File: src/verilog/rename_macros.svh
`ifndef RENAME_MACROS_SVH
`define RENAME_MACROS_SVH

// architectural state
`define ARF_COUNT 32
`define XLEN 32

// reorder buffer sizing
`define ROB_DEPTH 64
`define ROB_W 6

// stop allocating above this occupancy
`define ROB_HIGH_WATER 60

`endif
File: src/verilog/rename_pkg.sv
`include "rename_macros.svh"
`default_nettype none

package rename_pkg;

    typedef logic [$clog2(`ARF_COUNT)-1:0] arf_id_t; // architectural register number

    typedef logic [`ROB_W-1:0] rob_id_t;

    // one alias table entry
    typedef struct packed {
        logic    check; // generation bit of the mapping
        rob_id_t robid;
    } rat_entry_t;

endpackage

`default_nettype wire

File: src/verilog/rob_alloc.sv
`include "rename_macros.svh"
`default_nettype none

module rob_alloc (
    input  logic                clk,
    input  logic                rst_n_i,
    input  logic                flush_i,
    input  logic [1:0]          issue_i,
    input  logic [1:0]          retire_i,
    output rename_pkg::rob_id_t tag0_o,
    output rename_pkg::rob_id_t tag1_o,
    output logic                available_o
);

    localparam int unsigned CNT_W = $clog2(`ROB_DEPTH + 1);

    logic [CNT_W-1:0]    count_q;
    logic [1:0]          n_issue;
    logic [1:0]          n_retire;
    rename_pkg::rob_id_t tag0_q;
    rename_pkg::rob_id_t tag1_q;
    rename_pkg::rob_id_t step;
    logic                available_q;

    assign n_issue  = {1'b0, issue_i[0]} + {1'b0, issue_i[1]};
    assign n_retire = {1'b0, retire_i[0]} + {1'b0, retire_i[1]};
    assign step     = rename_pkg::rob_id_t'(n_issue);

    always_ff @(posedge clk) begin
        if (!rst_n_i || flush_i) begin
            count_q     <= '0;
            tag0_q      <= rename_pkg::rob_id_t'(0);
            tag1_q      <= rename_pkg::rob_id_t'(1);
            available_q <= 1'b1;
        end else begin
            count_q     <= count_q + CNT_W'(n_issue) - CNT_W'(n_retire);
            tag0_q      <= tag0_q + step;
            tag1_q      <= tag1_q + step;
            available_q <= (count_q <= CNT_W'(`ROB_HIGH_WATER)); // one cycle behind count
        end
    end

    assign tag0_o = tag0_q;
    // a lone slot 1 takes the first free tag so tags stay consecutive
    assign tag1_o = issue_i[0] ? tag1_q : tag0_q;
    assign available_o = available_q;

endmodule

`default_nettype wire

File: config.mk
export PLATFORM = sky130hd
export DESIGN_NAME = rob_alloc
export DESIGN_NICKNAME = d
export VERILOG_FILES = /design/src/verilog/rename_pkg.sv /design/src/verilog/rob_alloc.sv
export VERILOG_INCLUDE_DIRS = /design/src /design/src/verilog
export SDC_FILE = /design/constraint.sdc
export NUM_CORES = 1
export LEC_CHECK = 0
export ABC_AREA = 1
export ABC_CLOCK_PERIOD_IN_PS = 5850
export BUFFER_PORTS_ARGS = -buffer_cell sky130_fd_sc_hd__buf_2
export CAP_MARGIN = 20
export CORE_MARGIN = 4
export CORE_UTILIZATION = 56
export DETAILED_ROUTE_END_ITERATION = 10
export GPL_TIMING_DRIVEN = 0
export PLACE_DENSITY = 0.79
export SETUP_SLACK_MARGIN = 0.1
export SYNTH_ARGS = -nofsm -noshare
export SYNTH_HDL_FRONTEND = slang
export SYNTH_SLANG_ARGS = --single-unit
File: constraint.sdc
create_clock -name clk -period 5.85 [get_ports clk]
set_input_delay 0.2925 -clock clk [delete_from_list [all_inputs] [get_ports clk]]
set_output_delay 0.2925 -clock clk [all_outputs]
set_load 0.005 [all_outputs]
==> metrics <==
CP arrival=2800 ps; Max-slew headroom=0.869; Pins Over Slew Limit=0; Hold Path Class=input pin to flip-flop; Crit Path Category=flip-flop to flip-flop; power density cells=295 mW/mm^2; CP startpoint kind=flip-flop; most frequent cell after synthesis=inv_1; f_max=387 MHz; ys async rst share=0; CTS tree=done; Max rail drop VDD=0.168 mV; layout cells sized above 1=0.162; Netlist cell types=21; Syn. warnings=0; nets=227; Sw Ratio=0.346; Final Setup Violations=0; Layout area overhead=14.1%; Post-Syn Instances=175; HPWL Detailed=2050 um; Area contributors post-synth=dfxtp_1 31%, ha_1 15%, inv_1 11%; Num CTS Buffers=3; top-area cell type share of the netlist area=0.308; Post-Syn Nets=203; Total Die Area=0.00316 sq mm; clock slew at reported path FFs=120 ps; Ant. Diodes=0; CTS sink cnt=20; Hold Crit Endpoint=tag0_o[4]$_SDFF_PP0_; Final min period=2580 ps; crit path from=count_q[0]$_SDFF_PP0_; CP required=6070 ps; Die Ht=56.2 um; reg2reg end=count_q[6]$_SDFF_PP0_; DR WL/cell=11.1 um; starting density of the core=0.588; Iteration-0 DRC Markers=30; total gr overflow=0; Worst R2R Setup Slack=3270 ps; NetSw=151 uW; FP Rows=17; worst skew pair latency=310 ps; Clock Path Buffers=2; drt first pass iters=4; Syn Std Cell Area=0.00130 sq mm; Synth Register Bits=20; prevailing post-synth register cell=dfxtp_1; post-route setup slack=3270 ps; pre-CTS setup slack=3070 ps; crit share post-route=0.441; vias=1138; CTS Hold Bufs=0; largest area contributor in the netlist=dfxtp_1; setup TNS=0 ps; pin count of the biggest net entering global routing=13; unrepaired setup endpoints after global routing=false; Flop pwr share=0.366; initial antenna violation count=0; Reg2Reg Launch Point=count_q[0]$_SDFF_PP0_; floorplan core area=0.00221 sq mm; P_leak=0.000748 uW; GPL Wtd Cong=0.726; first-pass GRT wire length=4490 um; Post-CTS Setup Bufs=0; max-cap violations=0; clock power share=0.259; CTS H-tree depth=1; Comb pwr share=0.375; syn_area_per_cell=7.43 sq um; drt drc=0; IO Port Bufs=19; fillers=197; CP Capture Type=flip-flop; critical path fanouts, max=3; vias per cell=5.04; Routed WL=2500 um; clock skew=11.0 ps; hold_sp=flush_i; Tot GR Track Use=0.175; io pins=20; vias in the first global route=1142; Least-Margin Pin Slew=195 ps; Routed Antenna Nets=0; worst hold path stage count=4; R2R depth=13; final hold vios=0; # resized after CTS=0; Pint=286 uW; Seq/Total Area, Yosys=0.308; DIE WIDTH=56.2 um; Synth top cells by count=37 x inv_1, 29 x nand2_1, 25 x nor2_1, 20 x dfxtp_1, 16 x ha_1; Post-synth EDFFs=0; status=finished, final reports clean; CTS Root Cell=clkbuf_4
-- power groups by stage --
| stage | logic, uW | clock network [uW] | registers [uW] |
|---|---|---|---|
| after floorplan | 127 | 0 | 161 |
| after global placement | 152 | 0 | 162 |
| after detailed placement | 163 | 0 | 163 |
| after CTS | 165 | 117 | 160 |
| after global routing | 191 | 122 | 162 |
| final | 164 | 113 | 160 |
-- layout make-up --
class                           count  area, sq um  share of cell area
Multi-Input combinational cell    115          738               0.498
Sequential cell                    20          400               0.270
Inverter                           38          143              0.0962
Timing Repair Buffer               19         95.1              0.0641
Tap cell                           28         35.0              0.0236
Clock inverter                      1         30.0              0.0203
Clock buffer                        3         22.5              0.0152
Buffer                              2         18.8              0.0127
-- routing by layer --
layer | vias up | wire length (um) | part of all wire | GRT usage
met2 | 21 | 1330 | 0.53 | 0.334
met4 | 0 | 46 | 0.018 | 0.0814
li1 | 584 | - | - | -
met1 | 528 | 1060 | 0.42 | 0.188
met5 | - | 0 | 0 | 0
met3 | 5 | 68 | 0.027 | 0.0209
-- critical path: stages (launching register included) --
cell     delay [ps]
dfxtp_1         330
fa_1            480
inv_1            50
fa_1            440
inv_1            60
ha_1            180
inv_1            80
fa_1            360
inv_1            80
nand2_1          60
nand2_1          90
nand3_1          90
a21oi_1         130
nor2_1           60
-- logic make-up after synthesis --
family / share of synthesized area
simple gates: 0.228
buf+inv: 0.124
compound gates: 0.0847
fa+ha+maj: 0.231
flops: 0.308
mux: 0.0173
xor+xnor: 0.00674
-- how the worst max path moves through the flow --
stage | depth (start not counted) | to | slack [ps]
floorplan | 14 | count_q[6]$_SDFF_PP0_ | 3340
detailed placement | 15 | count_q[6]$_SDFF_PP0_ | 3070
global placement | 15 | count_q[6]$_SDFF_PP0_ | 3160
finish | 13 | count_q[6]$_SDFF_PP0_ | 3270
global route | 13 | count_q[6]$_SDFF_PP0_ | 3070
CTS | 13 | count_q[6]$_SDFF_PP0_ | 3230
-- registers in the layout (all words and copies together) (netlist names) --
signal	count
available_o	1
count_q	7
tag0_o	6
tag1_q	6
-- layout by cell type (no fill, tap or decap) --
master / n
inv_1: 37
clkbuf_8: 1
buf_2: 20
nor2_4: 1
dfxtp_1: 20
clkbuf_4: 3
nor3_1: 1
nand2_2: 1
a21oi_1: 11
xor2_1: 1
fa_1: 5
nand3_1: 5
bufinv_16: 1
ha_1: 16
or2_2: 1
nor2_1: 25
or2_1: 1
nand4_1: 4
o21ai_0: 11
nand2_1: 29
and2_4: 1
mux2_2: 2
inv_2: 1
-- metrics by stage --
step                total power, uW  instance area, sq um  instances  hold WS (ps)  utilization
finish                          437                  1480        226           279        0.670
global route                    475                  1480        226           286        0.670
CTS                             442                  1480        226           271        0.670
detailed placement              326                  1430        222           512        0.646
global placement                314                  1430        222           500        0.646
floorplan                       288                  1300        175           468            -
No activity file was read; power rests on OpenSTA's default activity.
